**src/hw/cpu_pkg.sv**
```systemverilog
package cpu_pkg;

	// datapath widths
	localparam int DATA_WIDTH = 64;
	localparam int ADDR_WIDTH = 64;
	localparam int REG_INDEX_WIDTH = 4;
	localparam int REG_COUNT = 1 << REG_INDEX_WIDTH;

	typedef logic [DATA_WIDTH-1:0] data_t;
	typedef logic [ADDR_WIDTH-1:0] addr_t;

	// register 0 is not hardwired to zero
	typedef logic [REG_INDEX_WIDTH-1:0] reg_index_t;

	typedef enum logic [1:0]
	{
		DataTypUnsgnInt,
		DataTypSgnInt,
		DataTypBFloat16
	} data_type_e;

	// value is log2 of the byte count
	typedef enum logic [1:0]
	{
		IntTypSz8,
		IntTypSz16,
		IntTypSz32,
		IntTypSz64
	} int_size_e;

	// what a lar file write request does
	typedef enum logic [1:0]
	{
		WriteTypOnlyData,
		WriteTypLd,
		WriteTypSt
	} write_type_e;

endpackage
```
**src/hw/instr_pkg.sv**
```systemverilog
package instr_pkg;

	// loads and stores share one ordering of sizes
	typedef enum logic [4:0]
	{
		OpAdd, OpSub, OpAnd, OpOr, OpXor, OpSyscall,
		OpLdU8, OpLdS8, OpLdU16, OpLdS16, OpLdU32, OpLdS32, OpLdU64, OpLdS64, OpLdF16,
		OpStU8, OpStS8, OpStU16, OpStS16, OpStU32, OpStS32, OpStU64, OpStS64, OpStF16
	} oper_e;

	typedef logic signed [11:0] simm12_t;

	typedef logic [1:0] group_t;
	localparam group_t GROUP_ALU = 2'd0;
	localparam group_t GROUP_LD = 2'd2;
	localparam group_t GROUP_ST = 2'd3;

	localparam logic [4:0] LD_TO_ST = 5'(OpStU8 - OpLdU8);

	function automatic group_t group_of(input oper_e op);
		if ((op >= OpLdU8) && (op <= OpLdF16))
			group_of = GROUP_LD;
		else if ((op >= OpStU8) && (op <= OpStF16))
			group_of = GROUP_ST;
		else
			group_of = GROUP_ALU;
	endfunction

	// store mapped onto the load with the same size and type
	function automatic oper_e ld_form(input oper_e op);
		if (group_of(op) == GROUP_ST)
			ld_form = oper_e'(op - LD_TO_ST);
		else
			ld_form = op;
	endfunction

	function automatic cpu_pkg::int_size_e size_of(input oper_e op);
		case (ld_form(op))
		OpLdU8, OpLdS8: size_of = cpu_pkg::IntTypSz8;
		OpLdU16, OpLdS16, OpLdF16: size_of = cpu_pkg::IntTypSz16;
		OpLdU32, OpLdS32: size_of = cpu_pkg::IntTypSz32;
		default: size_of = cpu_pkg::IntTypSz64;
		endcase
	endfunction

	function automatic cpu_pkg::data_type_e type_of(input oper_e op);
		case (ld_form(op))
		OpLdS8, OpLdS16, OpLdS32, OpLdS64: type_of = cpu_pkg::DataTypSgnInt;
		OpLdF16: type_of = cpu_pkg::DataTypBFloat16;
		default: type_of = cpu_pkg::DataTypUnsgnInt;
		endcase
	endfunction

endpackage

```
**src/hw/wb_stage.sv**
```systemverilog
`timescale 1ns/100ps

module wb_stage
(
	input  logic clk,
	input  logic rst_n,
	input  logic q_valid,
	input  instr_pkg::group_t q_group,
	input  instr_pkg::oper_e q_oper,
	input  cpu_pkg::reg_index_t q_ra,
	input  cpu_pkg::data_t q_result,
	input  cpu_pkg::addr_t q_addr,
	input  logic ldst_valid,
	output logic q_pop,
	output logic wr_req,
	output cpu_pkg::write_type_e wr_write_type,
	output cpu_pkg::reg_index_t wr_index,
	output cpu_pkg::data_t wr_data,
	output cpu_pkg::addr_t wr_addr,
	output cpu_pkg::data_type_e wr_data_type,
	output cpu_pkg::int_size_e wr_int_size
);

	typedef enum logic
	{
		StRegular,
		StWaitLdst
	} state_e;

	state_e state;
	state_e next_state;
	logic is_ldst;
	logic is_write;

	assign is_ldst = (q_group == instr_pkg::GROUP_LD)
		|| (q_group == instr_pkg::GROUP_ST);

	// syscall and the unused group write nothing
	assign is_write = is_ldst
		|| ((q_group == instr_pkg::GROUP_ALU) && (q_oper != instr_pkg::OpSyscall));

	// nothing leaves the queue while a memory access is outstanding
	assign q_pop = (state == StRegular) && q_valid;

	always_comb
	begin
		next_state = state;
		case (state)
		StRegular:
		begin
			if (q_pop && is_ldst)
				next_state = StWaitLdst;
		end
		StWaitLdst:
		begin
			if (ldst_valid)
				next_state = StRegular;
		end
		default:
		begin
			next_state = StRegular;
		end
		endcase
	end

	always_ff @(posedge clk or negedge rst_n)
	begin
		if (!rst_n)
		begin
			state <= StRegular;
			wr_req <= 1'b0;
		end
		else
		begin
			state <= next_state;
			wr_req <= q_pop && is_write;
		end
	end

	// request fields for the entry just popped
	always_ff @(posedge clk)
	begin
		if (q_pop)
		begin
			wr_index <= q_ra;
			wr_data <= q_result;
			wr_addr <= q_addr;
			wr_data_type <= instr_pkg::type_of(q_oper);
			wr_int_size <= instr_pkg::size_of(q_oper);
			case (q_group)
			instr_pkg::GROUP_LD: wr_write_type <= cpu_pkg::WriteTypLd;
			instr_pkg::GROUP_ST: wr_write_type <= cpu_pkg::WriteTypSt;
			default: wr_write_type <= cpu_pkg::WriteTypOnlyData;
			endcase
		end
	end

endmodule

```
**config.mk**
```make
export PLATFORM = sky130hd
export DESIGN_NAME = wb_stage
export DESIGN_NICKNAME = d
export VERILOG_FILES = /design/src/hw/cpu_pkg.sv /design/src/hw/instr_pkg.sv /design/src/hw/wb_stage.sv
export SDC_FILE = /design/constraint.sdc
export NUM_CORES = 1
export LEC_CHECK = 0
export BUFFER_PORTS_ARGS = -buffer_cell sky130_fd_sc_hd__buf_2
export CAP_MARGIN = 20
export CELL_PAD_IN_SITES_DETAIL_PLACEMENT = 1
export CELL_PAD_IN_SITES_GLOBAL_PLACEMENT = 1
export CORE_UTILIZATION = 35
export CTS_BUF_LIST = sky130_fd_sc_hd__clkbuf_8
export CTS_CLUSTER_DIAMETER = 50
export DETAILED_ROUTE_END_ITERATION = 8
export PLACE_DENSITY_LB_ADDON = 0.2
export SYNTH_ARGS = -nofsm -noshare
export SYNTH_HDL_FRONTEND = slang
export SYNTH_SLANG_ARGS = --single-unit
```
**constraint.sdc**
```tcl
create_clock -name clk -period 10.6 [get_ports clk]
set_clock_uncertainty 0.15 [all_clocks]
set_input_delay 1.06 -clock clk [delete_from_list [all_inputs] [get_ports clk]]
set_output_delay 1.06 -clock clk [all_outputs]
set_load 0.02 [all_outputs]
```
==> impl_metrics.tcl <==
set metrics [dict create \
    power.switching_uw 298 \
    outcome "complete, no violations" \
    worstPathRequired_ps 9390 \
    cts_tree "done" \
    p_sw_frac 0.244 \
    yosysTopAreaCellShare 0.905 \
    wl_um 12800 \
    coreArea_mm2 0.0127 \
    grt-ovfl-total 0 \
    die_height_um 116 \
    cts_setup_buffers 0 \
    r2r-start "state" \
    max_freq_ghz 0.349 \
    rrSetupSlack_ps 8740 \
    synth_edf_count 138 \
    grt_pass1_wl_um 17100 \
    htreeDepth 4 \
    port_buffers 282 \
    rr_worst_depth 2 \
    crit_type "in2out" \
    dpl.hpwl_um 9710 \
    maxCapViolCount 0 \
    seq_power_share 0.540 \
    ios 283 \
    cts_resized 0 \
    cts_buffer_depth 2 \
    area_delta_synth_final_pct 44.0 \
    worst_pin_slew_ps 751 \
    yosys-top-cells-count "edfxtp_1, nor2b_1, nor3_1" \
    synth.avg_cell_area_um2 23.9 \
    grt_max_degree 140 \
    period_needed_ps 2860 \
    final.setup.tns_ps 0 \
    hold_ws_ps 254 \
    crit_start "q_valid" \
    initial_core_util 0.361 \
    numClockSinks 140 \
    cts_hold_buf 0 \
    r2r_end "wr_addr[29]" \
    slew_violations 0 \
    synthAdderAreaFrac 0.00546 \
    yosysMostFrequentCell "edfxtp_1" \
    synth_xor_area_frac 0 \
    gp_congestion 0.761 \
    track_usage 0.183 \
    synth_nets 337 \
    arrival_ps 1650 \
    worstSkewPairLatency_ps 430 \
    p_leak_uw 0.00280 \
    hp-class "in2async" \
    route.detailed.wl_per_inst_um 18.9 \
    root_buffer "clkbuf_8" \
    drt_iter0_drc 182 \
    synth_seq_cells 140 \
    fin_crit_sh 0.270 \
    synth_mux_area_frac 0.00437 \
    async_flop_share 0.0143 \
    syn_area_mm2 0.00458 \
    synth-simple-area-share 0.0292 \
    powerDensity_mw_per_mm2 185 \
    synth_cell_types 34 \
    relSlewSlack 0.500 \
    die_x_um 116 \
    yosysTopAreaCell "edfxtp_1" \
    die-area_mm2 0.0135 \
    synth.area.top_cells "edfxtp_1, dfrtp_1, buf_6" \
    antenna_found_initial 3 \
    row_count 41 \
    clock_power_share 0.347 \
    fin_nets 634 \
    end_kind "output pin" \
    yosysSeqAreaShare 0.916 \
    cts_buffers 17 \
    num_vias 2994 \
    top_usage_layer "met2" \
    p_int_uw 925 \
    drc_errors 0 \
    worstSetupStartpointType "primary input" \
    combPwrFrac 0.113 \
    ant_nets 0 \
    synth_compound_area_frac 0.0322 \
    first_pass_iters 4 \
    grtUsageMet2 0.327 \
    finalSetupViolCount 0 \
    drive_gt1_frac 0.637 \
    ys_warn_count 0 \
    ir_drop_mv 0.0654 \
    clkTransAtPathRegs_ps 80 \
    synth_ff_type "edfxtp_1" \
    synth_top_family_by_area "compound AO/OA/AOI/OAI gates" \
    syn_inst 192 \
    post-place-ws_ps 7690 \
    met1_usage 0.180 \
    critPathMaxFanout 2 \
    vias_per_cell 4.43 \
    rsz0062_at_grt "false" \
    grt_use_met3 0.0929 \
    fin_ws_ps 7740 \
    hold_viol_final 0 \
    crit_end "q_pop" \
    grt_pass1_vias 3008 \
]
[metal layers]
layer  up-vias  wire (um)
met5         -         13
met4         2        233
met3        19       1470
met2       151       6930
met1      1452       4170
li1       1370          -
[power groups by stage]
stage / Combinational [uW] / Clock (uW) / Sequential, uW
after global placement: 137 / 0 / 671
after floorplan: 25.3 / 0 / 726
after detailed placement: 140 / 0 / 673
after global routing: 148 / 454 / 664
final: 139 / 424 / 660
after CTS: 141 / 436 / 661
[worst min path at each step]
stage | from | to | cells after the start
2_1_floorplan | state | state | 1
3_3_place_gp | state | state | 1
3_5_place_dp | state | state | 1
4_1_cts | rst_n | wr_req | 1
5_1_grt | rst_n | wr_req | 1
6_report | rst_n | wr_req | 1
[critical path: stages]
cell	delay, ps
buf_2	100
nor2b_4	270
buf_2	220
[kinds of logic after synthesis]
logic type                 after synthesis
buffers and inverters                    9
DFF                                    140
AOI/OAI and AO/OA                       19
muxes                                    2
and+or+nand+nor                         20
adders and majority gates                2
[through the flow]
step | power [uW] | cells | area [um^2] | util
floorplan | 751 | 192 | 4580 | -
global placement | 808 | 642 | 6190 | 0.488
detailed placement | 813 | 642 | 6190 | 0.488
CTS | 1240 | 674 | 6590 | 0.520
global route | 1270 | 674 | 6590 | 0.520
finish | 1220 | 676 | 6590 | 0.520
[layout by cell type, fill, tap and decap left out, drive strengths merged, types with 2 or more instances in the layout]
cell	n
a21oi	4
buf	283
bufinv	2
clkbuf	20
clkinv	4
clkinvlp	3
dfrtp	2
diode	2
edfxtp	138
ha	2
inv	7
mux2i	2
nand2	2
nand4	2
nor2	2
nor2b	4
nor3	4
o211ai	2
o21a	2
[state kept, by name (all words and copies together) (netlist names)]
register	count
wr_addr	64
wr_data	64
wr_index	4
wr_write_type	2
wr_int_size	2
state	1
wr_req	1
wr_data_type	2
[final cells by class]
type | count | area [um^2]
diodes | 2 | 5.00
clock buffers | 20 | 275
clock inverters | 12 | 123
fillers | 1316 | 6080
inverters | 4 | 15.0
multi-input cells | 43 | 334
flip-flops and latches | 140 | 4190
well taps | 172 | 215
repair buffers | 283 | 1430
No activity file was read; power rests on OpenSTA's default activity.
