## src/hw/cpu_pkg.sv

```systemverilog
package cpu_pkg;

	// datapath widths
	localparam int DATA_WIDTH = 64;
	localparam int ADDR_WIDTH = 64;
	localparam int REG_INDEX_WIDTH = 4;
	localparam int REG_COUNT = 1 << REG_INDEX_WIDTH;

	typedef logic [DATA_WIDTH-1:0] data_t;
	typedef logic [ADDR_WIDTH-1:0] addr_t;

	// register 0 is not hardwired to zero
	typedef logic [REG_INDEX_WIDTH-1:0] reg_index_t;

	typedef enum logic [1:0]
	{
		DataTypUnsgnInt,
		DataTypSgnInt,
		DataTypBFloat16
	} data_type_e;

	// value is log2 of the byte count
	typedef enum logic [1:0]
	{
		IntTypSz8,
		IntTypSz16,
		IntTypSz32,
		IntTypSz64
	} int_size_e;

	// what a lar file write request does
	typedef enum logic [1:0]
	{
		WriteTypOnlyData,
		WriteTypLd,
		WriteTypSt
	} write_type_e;

endpackage
```

## src/hw/instr_pkg.sv

```systemverilog
package instr_pkg;

	// loads and stores share one ordering of sizes
	typedef enum logic [4:0]
	{
		OpAdd, OpSub, OpAnd, OpOr, OpXor, OpSyscall,
		OpLdU8, OpLdS8, OpLdU16, OpLdS16, OpLdU32, OpLdS32, OpLdU64, OpLdS64, OpLdF16,
		OpStU8, OpStS8, OpStU16, OpStS16, OpStU32, OpStS32, OpStU64, OpStS64, OpStF16
	} oper_e;

	typedef logic signed [11:0] simm12_t;

	typedef logic [1:0] group_t;
	localparam group_t GROUP_ALU = 2'd0;
	localparam group_t GROUP_LD = 2'd2;
	localparam group_t GROUP_ST = 2'd3;

	localparam logic [4:0] LD_TO_ST = 5'(OpStU8 - OpLdU8);

	function automatic group_t group_of(input oper_e op);
		if ((op >= OpLdU8) && (op <= OpLdF16))
			group_of = GROUP_LD;
		else if ((op >= OpStU8) && (op <= OpStF16))
			group_of = GROUP_ST;
		else
			group_of = GROUP_ALU;
	endfunction

	// store mapped onto the load with the same size and type
	function automatic oper_e ld_form(input oper_e op);
		if (group_of(op) == GROUP_ST)
			ld_form = oper_e'(op - LD_TO_ST);
		else
			ld_form = op;
	endfunction

	function automatic cpu_pkg::int_size_e size_of(input oper_e op);
		case (ld_form(op))
		OpLdU8, OpLdS8: size_of = cpu_pkg::IntTypSz8;
		OpLdU16, OpLdS16, OpLdF16: size_of = cpu_pkg::IntTypSz16;
		OpLdU32, OpLdS32: size_of = cpu_pkg::IntTypSz32;
		default: size_of = cpu_pkg::IntTypSz64;
		endcase
	endfunction

	function automatic cpu_pkg::data_type_e type_of(input oper_e op);
		case (ld_form(op))
		OpLdS8, OpLdS16, OpLdS32, OpLdS64: type_of = cpu_pkg::DataTypSgnInt;
		OpLdF16: type_of = cpu_pkg::DataTypBFloat16;
		default: type_of = cpu_pkg::DataTypUnsgnInt;
		endcase
	endfunction

endpackage

```

## src/hw/wb_queue.sv

```systemverilog
`timescale 1ns/100ps

module wb_queue
#(
	parameter int QUEUE_DEPTH = 4
)
(
	input  logic clk,
	input  logic rst_n,
	input  logic ex_valid,
	input  instr_pkg::group_t ex_group,
	input  instr_pkg::oper_e ex_oper,
	input  cpu_pkg::reg_index_t ex_ra,
	input  cpu_pkg::data_t ex_result,
	input  cpu_pkg::addr_t ex_addr,
	input  logic q_pop,
	output logic q_valid,
	output instr_pkg::group_t q_group,
	output instr_pkg::oper_e q_oper,
	output cpu_pkg::reg_index_t q_ra,
	output cpu_pkg::data_t q_result,
	output cpu_pkg::addr_t q_addr,
	output logic stall
);

	localparam int PTR_W = $clog2(QUEUE_DEPTH);
	localparam int CNT_W = PTR_W + 1;

	instr_pkg::group_t group_mem [QUEUE_DEPTH];
	instr_pkg::oper_e oper_mem [QUEUE_DEPTH];
	cpu_pkg::reg_index_t ra_mem [QUEUE_DEPTH];
	cpu_pkg::data_t result_mem [QUEUE_DEPTH];
	cpu_pkg::addr_t addr_mem [QUEUE_DEPTH];

	logic [PTR_W-1:0] wr_ptr;
	logic [PTR_W-1:0] rd_ptr;
	logic [CNT_W-1:0] count;

	assign q_valid = (count != '0);
	assign q_group = group_mem[rd_ptr];
	assign q_oper = oper_mem[rd_ptr];
	assign q_ra = ra_mem[rd_ptr];
	assign q_result = result_mem[rd_ptr];
	assign q_addr = addr_mem[rd_ptr];

	// leave a slot for the instruction one cycle behind in exec_stage
	assign stall = (int'(count) + int'(ex_valid)) >= QUEUE_DEPTH;

	always_ff @(posedge clk or negedge rst_n)
	begin
		if (!rst_n)
		begin
			wr_ptr <= '0;
			rd_ptr <= '0;
			count <= '0;
		end
		else
		begin
			if (ex_valid)
				wr_ptr <= wr_ptr + 1'b1;
			if (q_pop)
				rd_ptr <= rd_ptr + 1'b1;
			case ({ex_valid, q_pop})
			2'b10: count <= count + 1'b1;
			2'b01: count <= count - 1'b1;
			default: count <= count;
			endcase
		end
	end

	always_ff @(posedge clk)
	begin
		if (ex_valid)
		begin
			group_mem[wr_ptr] <= ex_group;
			oper_mem[wr_ptr] <= ex_oper;
			ra_mem[wr_ptr] <= ex_ra;
			result_mem[wr_ptr] <= ex_result;
			addr_mem[wr_ptr] <= ex_addr;
		end
	end

endmodule

```

## config.mk

```make
export PLATFORM = sky130hd
export DESIGN_NAME = wb_queue
export DESIGN_NICKNAME = d
export VERILOG_FILES = /design/src/hw/cpu_pkg.sv /design/src/hw/instr_pkg.sv /design/src/hw/wb_queue.sv
export SDC_FILE = /design/constraint.sdc
export NUM_CORES = 1
export LEC_CHECK = 0
export CAP_MARGIN = 20
export CORE_UTILIZATION = 50
export CTS_CLUSTER_SIZE = 20
export DETAILED_ROUTE_END_ITERATION = 12
export DONT_BUFFER_PORTS = 1
export RECOVER_POWER = 50
export REMOVE_ABC_BUFFERS = 1
export SLEW_MARGIN = 25
export SYNTH_ARGS = -nofsm -noshare
export SYNTH_HDL_FRONTEND = slang
export SYNTH_SLANG_ARGS = --single-unit
export TNS_END_PERCENT = 1
```

## constraint.sdc

```tcl
create_clock -name clk -period 11.2 [get_ports clk]
set_clock_uncertainty 0.15 [all_clocks]
set_input_delay 1.68 -clock clk [delete_from_list [all_inputs] [get_ports clk]]
set_output_delay 1.68 -clock clk [all_outputs]
set_load 0.02 [all_outputs]
```

==> flow_summary.json <==
{
  "cp_data_required_time_ps": 9370,
  "post-place-ws_ps": 6770,
  "drt-met1-wl_mm": 13.6,
  "finalHoldViolCount": 0,
  "ir_drop_mv": 0.155,
  "cts_sinks": 563,
  "p_leak_nw": 7.17,
  "cts_max_path_buffers": 3,
  "tritoncts": "yes",
  "fmaxAchievable_mhz": 160,
  "core_mm2": 0.0400,
  "clk_pin_slew_worst_paths_ps": 60,
  "start_util_pct": 51.1,
  "grt_pass1_vias": 8578,
  "wire_per_inst_um": 26.8,
  "synth_top_area_share_pct": 81.7,
  "synthesis.area_mm2": 0.0204,
  "htree_num_levels": 2,
  "grt_max_degree": 100,
  "fin_nets": 945,
  "dpl.hpwl_mm": 22.2,
  "maxSlewViolCount": 183,
  "met3_length_mm": 3.95,
  "outcome": "finished with violations",
  "setup_violations": 0,
  "ys_seq_elements": 563,
  "drt-initial-drc-count": 366,
  "synth_cells": 761,
  "overflow": 0,
  "yosys-top-cells-area": "edfxtp_1 82%, mux4_2 15%, dfrtp_1 0.86%",
  "path_cells": "buf_12 > buf_16 > mux4_2",
  "start_kind": "register",
  "root_buffer": "clkbuf_16",
  "grt_pass1_wl_mm": 54.3,
  "fp.dieArea_mm2": 0.0417,
  "fin_crit_ps": 6260,
  "hold_path_class": "reg -> reg",
  "hold_ws_ps": 352,
  "die_x_um": 204,
  "routed_wl_mm": 36.7,
  "postRouteAntennaNets": 0,
  "path_max_fanout": 69,
  "fin_crit_sh_pct": 55.9,
  "violations": "capacitance limit, slew limit",
  "critPathMaxStageDelay_ps": 2210,
  "worstSetupEndpointType": "output port",
  "crit_arrival_ps": 4430,
  "place_area_mm2": 0.0210,
  "final_cell_area_mm2": 0.0229,
  "die_height_um": 204,
  "track_usage_pct": 17.9,
  "drtPass1Iterations": 4,
  "routed.top_layer": "met4",
  "path_class": "reg -> out",
  "std_cell_rows": 73,
  "area_delta_synth_final_pct": 11.8,
  "cts.hold.buffers_added": 0,
  "rsz0062_at_grt": "false",
  "synth_area_per_cell_um2": 26.9,
  "antenna_found_initial": 0,
  "drv_cap": 4,
  "synth_warnings": 0,
  "cellPowerDensity_mw_per_mm2": 283,
  "gp_congestion": 0.743,
  "yosysUniqueCellTypes": 19,
  "ys_seq_area_share_pct": 82.5,
  "slew_headroom_pct": -134,
  "setup_tns_ps": 0,
  "layout_commonest_cell": "edfxtp_1",
  "clkLatencyLatePin_ps": 590,
  "yosysTopAreaCell": "edfxtp_1",
  "numCtsBuffers": 54,
  "vias_per_cell": 5.84,
  "cp_slowest_cell": "dfrtp_1",
  "cts_resized": 0,
  "layout_setup_ws_ps": 4940,
  "post-cts-setup-buffers": 0,
  "wl_met2_mm": 18.4,
  "route.detailed.drc": 0,
  "diodes": 0,
  "port_buffers": 0,
  "num_vias": 7980,
  "layout-drive-gt1-share_pct": 28.9,
  "tightest_slew_ps": 3510,
  "io_pins": 284,
  "most-common-layout-cells": "556 x edfxtp_1, 139 x mux4_2, 55 x clkbuf_16"
}
-- synth_stat cells --
master / count
edfxtp_1: 556
mux4_2: 139
buf_2: 16
buf_6: 11
dfrtp_1: 7
clkbuf_1: 5
ha_1: 5
and2_1: 4
inv_1: 3
xnor2_1: 3
xor2_1: 3
nand2_1: 2
a31o_2: 1
buf_4: 1
fa_1: 1
mux2_2: 1
nor2_1: 1
o21ai_0: 1
or3_1: 1
-- per-stage QoR --
step,power (W),utilization (%),std cells
final,0.00646,57.1,1367
after global routing,0.00672,57.1,1367
after CTS,0.00654,57.1,1366
after floorplan,0.00444,-,728
after detailed placement,0.00468,52.5,1264
after global placement,0.00465,52.5,1264
-- power breakdown --
part / internal [W] / total (W) / switching, W
registers: 0.00277 / 0.00293 / 0.000162
clock network: 0.00111 / 0.00185 / 0.000739
logic: 0.000598 / 0.00169 / 0.00109
-- path summary, 6_finish.rpt --
kind	slack, ps	depth (start not counted)	end	from
setup / recovery	4940	3	q_addr[38]	rd_ptr[0]
hold / removal	350	1	count[2]	count[2]
setup reg to reg	5890	5	addr_mem[0][22]	wr_ptr[0]
hold reg to reg	350	1	count[2]	count[2]
max in group asynchronous	10190	0	rd_ptr[1]	rst_n
min in group asynchronous	630	0	count[1]	rst_n
-- registers in the layout (all words and copies together), names as in the netlist --
name,flops
count,3
oper_mem,20
wr_ptr,2
rd_ptr,2
result_mem,256
ra_mem,16
group_mem,8
addr_mem,256
-- layer usage --
| layer | global-route usage, % | up-vias |
|---|---|---|
| met5 | 0 | - |
| met4 | 5.94 | 0 |
| met3 | 7.88 | 52 |
| met2 | 28.7 | 270 |
| met1 | 21.8 | 4288 |
| li1 | - | 3370 |
-- cells by family after synthesis --
logic type | count (synthesis) | synth area share, %
and+or+nand+nor | 8 | 0.208
DFF | 563 | 82.5
buffers and inverters | 36 | 1.18
adders and majority gates | 6 | 0.404
xor gates and xnor gates | 6 | 0.257
muxes | 140 | 15.4
AOI/OAI and AO/OA | 2 | 0.0673
-- critical path: cells and delay by family (launching register included) --
kind / cells / cell delay (ps)
buffers and inverters: 2 / 730
flip-flops: 1 / 2210
multiplexers: 1 / 690
-- cell type report --
class | count | area, um^2
inverter | 3 | 11.3
sequential | 563 | 16900
clock buffer | 70 | 1490
clock inverter | 32 | 369
timing repair buffer | 12 | 123
multi-input combinational | 162 | 3340
fill | 2802 | 17100
tap | 525 | 657
No activity file was read; power rests on OpenSTA's default activity.
