`config.mk`:
```
export PLATFORM = sky130hd
export DESIGN_NAME = exec_stage
export DESIGN_NICKNAME = d
export VERILOG_FILES = /design/src/hw/cpu_pkg.sv /design/src/hw/instr_pkg.sv /design/src/hw/exec_stage.sv
export SDC_FILE = /design/constraint.sdc
export NUM_CORES = 1
export LEC_CHECK = 0
export ABC_AREA = 1
export BUFFER_PORTS_ARGS = -buffer_cell sky130_fd_sc_hd__clkbuf_2
export CORE_MARGIN = 1
export CORE_UTILIZATION = 30
export CTS_BUF_LIST = sky130_fd_sc_hd__clkbuf_8 sky130_fd_sc_hd__clkbuf_16
export CTS_CLUSTER_DIAMETER = 30
export DETAILED_ROUTE_END_ITERATION = 7
export SETUP_SLACK_MARGIN = 0.4
export SYNTH_ARGS = -nofsm -noshare
export SYNTH_HDL_FRONTEND = slang
export SYNTH_SLANG_ARGS = --single-unit
```
`constraint.sdc`:
```
create_clock -name clk -period 0.8 [get_ports clk]
set_input_delay 0.12 -clock clk [delete_from_list [all_inputs] [get_ports clk]]
set_output_delay 0.12 -clock clk [all_outputs]
set_load 0.02 [all_outputs]
```
`src/hw/cpu_pkg.sv`:
```
package cpu_pkg;

	// datapath widths
	localparam int DATA_WIDTH = 64;
	localparam int ADDR_WIDTH = 64;
	localparam int REG_INDEX_WIDTH = 4;
	localparam int REG_COUNT = 1 << REG_INDEX_WIDTH;

	typedef logic [DATA_WIDTH-1:0] data_t;
	typedef logic [ADDR_WIDTH-1:0] addr_t;

	// register 0 is not hardwired to zero
	typedef logic [REG_INDEX_WIDTH-1:0] reg_index_t;

	typedef enum logic [1:0]
	{
		DataTypUnsgnInt,
		DataTypSgnInt,
		DataTypBFloat16
	} data_type_e;

	// value is log2 of the byte count
	typedef enum logic [1:0]
	{
		IntTypSz8,
		IntTypSz16,
		IntTypSz32,
		IntTypSz64
	} int_size_e;

	// what a lar file write request does
	typedef enum logic [1:0]
	{
		WriteTypOnlyData,
		WriteTypLd,
		WriteTypSt
	} write_type_e;

endpackage
```
`src/hw/instr_pkg.sv`:
```
package instr_pkg;

	// loads and stores share one ordering of sizes
	typedef enum logic [4:0]
	{
		OpAdd, OpSub, OpAnd, OpOr, OpXor, OpSyscall,
		OpLdU8, OpLdS8, OpLdU16, OpLdS16, OpLdU32, OpLdS32, OpLdU64, OpLdS64, OpLdF16,
		OpStU8, OpStS8, OpStU16, OpStS16, OpStU32, OpStS32, OpStU64, OpStS64, OpStF16
	} oper_e;

	typedef logic signed [11:0] simm12_t;

	typedef logic [1:0] group_t;
	localparam group_t GROUP_ALU = 2'd0;
	localparam group_t GROUP_LD = 2'd2;
	localparam group_t GROUP_ST = 2'd3;

	localparam logic [4:0] LD_TO_ST = 5'(OpStU8 - OpLdU8);

	function automatic group_t group_of(input oper_e op);
		if ((op >= OpLdU8) && (op <= OpLdF16))
			group_of = GROUP_LD;
		else if ((op >= OpStU8) && (op <= OpStF16))
			group_of = GROUP_ST;
		else
			group_of = GROUP_ALU;
	endfunction

	// store mapped onto the load with the same size and type
	function automatic oper_e ld_form(input oper_e op);
		if (group_of(op) == GROUP_ST)
			ld_form = oper_e'(op - LD_TO_ST);
		else
			ld_form = op;
	endfunction

	function automatic cpu_pkg::int_size_e size_of(input oper_e op);
		case (ld_form(op))
		OpLdU8, OpLdS8: size_of = cpu_pkg::IntTypSz8;
		OpLdU16, OpLdS16, OpLdF16: size_of = cpu_pkg::IntTypSz16;
		OpLdU32, OpLdS32: size_of = cpu_pkg::IntTypSz32;
		default: size_of = cpu_pkg::IntTypSz64;
		endcase
	endfunction

	function automatic cpu_pkg::data_type_e type_of(input oper_e op);
		case (ld_form(op))
		OpLdS8, OpLdS16, OpLdS32, OpLdS64: type_of = cpu_pkg::DataTypSgnInt;
		OpLdF16: type_of = cpu_pkg::DataTypBFloat16;
		default: type_of = cpu_pkg::DataTypUnsgnInt;
		endcase
	endfunction

endpackage

```
`src/hw/exec_stage.sv`:
```
`timescale 1ns/100ps

module exec_stage
(
	input  logic clk,
	input  logic rst_n,
	input  logic in_valid,
	input  logic stall,
	input  instr_pkg::oper_e in_oper,
	input  cpu_pkg::reg_index_t in_ra,
	input  cpu_pkg::data_t in_opnd_a,
	input  cpu_pkg::data_t in_opnd_b,
	input  instr_pkg::simm12_t in_simm,
	output logic ex_valid,
	output instr_pkg::group_t ex_group,
	output instr_pkg::oper_e ex_oper,
	output cpu_pkg::reg_index_t ex_ra,
	output cpu_pkg::data_t ex_result,
	output cpu_pkg::addr_t ex_addr
);

	localparam int SIMM_W = $bits(instr_pkg::simm12_t);

	logic take;
	cpu_pkg::data_t alu_result;
	cpu_pkg::addr_t eff_addr;

	// source holds the instruction while stall is high
	assign take = in_valid && !stall;

	always_comb
	begin
		case (in_oper)
		instr_pkg::OpAdd: alu_result = in_opnd_a + in_opnd_b;
		instr_pkg::OpSub: alu_result = in_opnd_a - in_opnd_b;
		instr_pkg::OpAnd: alu_result = in_opnd_a & in_opnd_b;
		instr_pkg::OpOr: alu_result = in_opnd_a | in_opnd_b;
		instr_pkg::OpXor: alu_result = in_opnd_a ^ in_opnd_b;
		// syscall, loads and stores
		default: alu_result = '0;
		endcase
	end

	// base plus sign-extended immediate
	assign eff_addr = in_opnd_a
		+ {{(cpu_pkg::ADDR_WIDTH - SIMM_W){in_simm[SIMM_W-1]}}, in_simm};

	always_ff @(posedge clk or negedge rst_n)
	begin
		if (!rst_n)
		begin
			ex_valid <= 1'b0;
		end
		else
		begin
			ex_valid <= take;
		end
	end

	always_ff @(posedge clk)
	begin
		if (take)
		begin
			ex_group <= instr_pkg::group_of(in_oper);
			ex_oper <= in_oper;
			ex_ra <= in_ra;
			ex_result <= alu_result;
			ex_addr <= eff_addr;
		end
	end

endmodule

```
==> results_dict.tcl <==
set metrics [dict create \
    status "complete, but fails checks" \
    violations "hold timing, setup timing" \
    gp_congestion 1.03 \
    cts-root-buf "clkbuf_16" \
    drt_first_pass_iters 6 \
    grt_pass1_wl_mm 155 \
    synth_nets 3772 \
    drc 0 \
    layout-drive-gt1-share_pct 49.9 \
    cts_tree "built" \
    antenna_found_initial 11 \
    clk_path_buf_depth 2 \
    pre_cts_ws_ns -3.21 \
    synth_seq_cells 140 \
    fin_total_pwr_mw 41.1 \
    cts_hold_buffers 1 \
    min_period_over_period_pct 364 \
    synth.most_common_cell "nand2_1" \
    crit_fanout 4 \
    synthArstFlopShare_pct 0.714 \
    grt_setup_unrepaired "yes" \
    ys_types 48 \
    arrival_ns 3.17 \
    rows 95 \
    min_period_ns 2.91 \
    start_util_pct 30.4 \
    syn_area_um2 20400 \
    htree_num_levels 4 \
    chipWidth_um 263 \
    synth_common_cells "nand2_1 (1097), inv_1 (627), nor2_1 (420)" \
    tightest_slew_ns 0.848 \
    drtAntennaViolNets 0 \
    hold-worst-slack_ns -0.215 \
    synth_edf_count 139 \
    hold_class "in -> reg" \
    relSlewSlack_pct 43.5 \
    p_per_area_nw_per_um2 1130 \
    start_kind "input port" \
    tns_ns -213.07 \
    syn_to_final_growth_pct 78.1 \
    setup_slack_ns -2.11 \
    netlist_instances 3362 \
    wire_per_inst_um 19.6 \
    hold_viol 9 \
    ys.flop_type "edfxtp_1" \
    grt_pass1_vias 25756 \
    maxCapViolCount 0 \
    core_area_um2 67300 \
    maxSlewViolCount 0 \
    io_pins 293 \
    viasPerCell 4.94 \
    fin_cells 5427 \
    finish.utilization_pct 54.1 \
    final_nets 4942 \
    clock-sinks 140 \
    fp.dieArea_um2 69200 \
    postLayoutCellArea_um2 36400 \
    cts_buffers 17 \
    synth_top_area_cell "edfxtp_1" \
    clkSlewWorstSetupHoldPaths_ns 0.07 \
    chipHeight_um 263 \
    p_leak_nw 18.3 \
    port-buffer-count 292 \
    yosysWarningCount 0 \
    dp.cells 5273 \
    hpwl_mm 88.0 \
    yosys-top-cells-area "edfxtp_1 (20%), nand2_1 (20%), ha_1 (16%)" \
    crit_path_end_kind "flop" \
    grt_max_degree 46 \
    fmax_ghz 0.344 \
    synth_top_area_share_pct 20.4 \
    track_usage_pct 30.1 \
    yosysSeqAreaShare_pct 20.5 \
    avgSynthCellArea_um2 6.08 \
    vias 26807 \
    vdd_ir_drop_max_uv 1280 \
    setup_violations 266 \
    wl_mm 106 \
    critPathKind "in -> reg" \
    drt-initial-drc-count 1984 \
    placed_area_um2 30400 \
    critical_path_required_ns 1.06 \
    overflow 0 \
]
-- sequential cells by signal, indices dropped and copies added, names as in the netlist --
signal,flops
ex_result,64
ex_ra,4
ex_addr,64
ex_oper,5
ex_group,2
ex_valid,1
-- where the power goes --
part	internal (mW)	switching [mW]	leakage, nW	total [mW]
sequential	8.91	0.208	1.25	9.12
combinational	9.73	12.9	16.8	22.7
clock	5.09	4.25	0.317	9.34
total	23.7	17.4	18.3	41.1
-- per-layer routing --
metal	vias to the layer above	part of all wire [%]	GRT usage (%)
li1	13035	-	-
met1	12691	43	39.1
met2	876	47	50.0
met3	199	6.4	3.94
met4	6	4.4	12.6
met5	-	0.032	0
-- layout by cell type (no fill, tap or decap), types with 7 or more instances in the layout --
master | synthesis | final
clkbuf_8 | 0 | 8
ha_2 | 0 | 7
clkbuf_2 | 1 | 262
inv_8 | 0 | 7
ha_4 | 0 | 78
nor3_1 | 32 | 8
inv_2 | 3 | 84
a21oi_4 | 0 | 25
or2_2 | 14 | 12
buf_12 | 0 | 27
inv_1 | 627 | 536
nor3_2 | 3 | 16
o2111ai_1 | 14 | 8
a221oi_1 | 40 | 40
nor2_2 | 3 | 89
a21oi_1 | 167 | 58
o21ai_0 | 118 | 29
buf_4 | 0 | 776
nand2_2 | 3 | 270
nand2_1 | 1097 | 739
nor3_4 | 0 | 11
nand2_4 | 1 | 88
xor2_1 | 92 | 73
xor2_2 | 0 | 18
o21ai_2 | 1 | 48
ha_1 | 255 | 170
buf_6 | 1 | 81
nor2_4 | 3 | 107
edfxtp_1 | 139 | 139
clkbuf_16 | 0 | 19
o21ai_1 | 13 | 50
nor2_1 | 420 | 230
nand3b_1 | 20 | 20
diode_2 | 0 | 9
clkbuf_4 | 0 | 17
a21oi_2 | 0 | 84
nand3_1 | 155 | 96
nand3_4 | 0 | 11
nand4_1 | 43 | 43
nand3_2 | 0 | 48
-- final timing paths --
| check | startpoint | depth (start not counted) | end |
|---|---|---|---|
| max in group asynchronous | rst_n | 2 | ex_valid |
| setup / recovery | in_opnd_b[1] | 27 | ex_result[31] |
| min in group asynchronous | rst_n | 2 | ex_valid |
| hold / removal | in_ra[0] | 1 | ex_ra[0] |
-- worst max-delay path, cell delays in order --
cell       delay, ns
clkbuf_16       0.14
inv_12          0.05
ha_4            0.14
inv_4           0.04
nor3_4          0.13
inv_2           0.07
nor2_4          0.15
nand2_4         0.09
nor2_4          0.11
nand3_2         0.08
o21ai_2         0.21
buf_4           0.15
xor2_2          0.17
ha_4            0.26
buf_6           0.13
nand2_8         0.07
clkinv_4        0.05
nand2_4         0.07
nand2_4         0.06
inv_4           0.06
nand2_4         0.05
a21oi_2         0.12
nand2_2         0.11
buf_6           0.14
or2_1           0.22
nand3_1         0.07
nand2_1         0.08
-- cell families (layout without fill, tap and decap cells) --
kind of cell             count (synthesis)  in the layout  share of synthesized area, %
other                                    0              9                             0
AO/OA/AOI/OAI                          392            392                          11.1
buffers and inverters                  665           1848                          12.3
AND/OR/NAND/NOR                       1814           1814                          36.2
XOR/XNOR                                94             94                          4.03
flip-flops                             140            140                          20.5
adder cells (fa/ha/maj)                257            257                          15.8
-- final cells by class --
| class | instances | area [um^2] |
|---|---|---|
| Antenna cell | 9 | 22.5 |
| Multi-Input combinational cell | 2557 | 18900 |
| Timing Repair Buffer | 1186 | 9150 |
| Clock buffer | 17 | 425 |
| Inverter | 630 | 2420 |
| Clock inverter | 15 | 213 |
| Tap cell | 873 | 1090 |
| Sequential cell | 140 | 4200 |
| Fill cell | 6403 | 30900 |
-- repair_timing --
action                     CTS  global route
gates cloned                 6             0
pin swaps                  307           152
setup buffers               83            23
setup endpoints to repair  406           408
resized for setup          890           311
hold endpoints to repair    10             9
No activity file was read; power rests on OpenSTA's default activity.
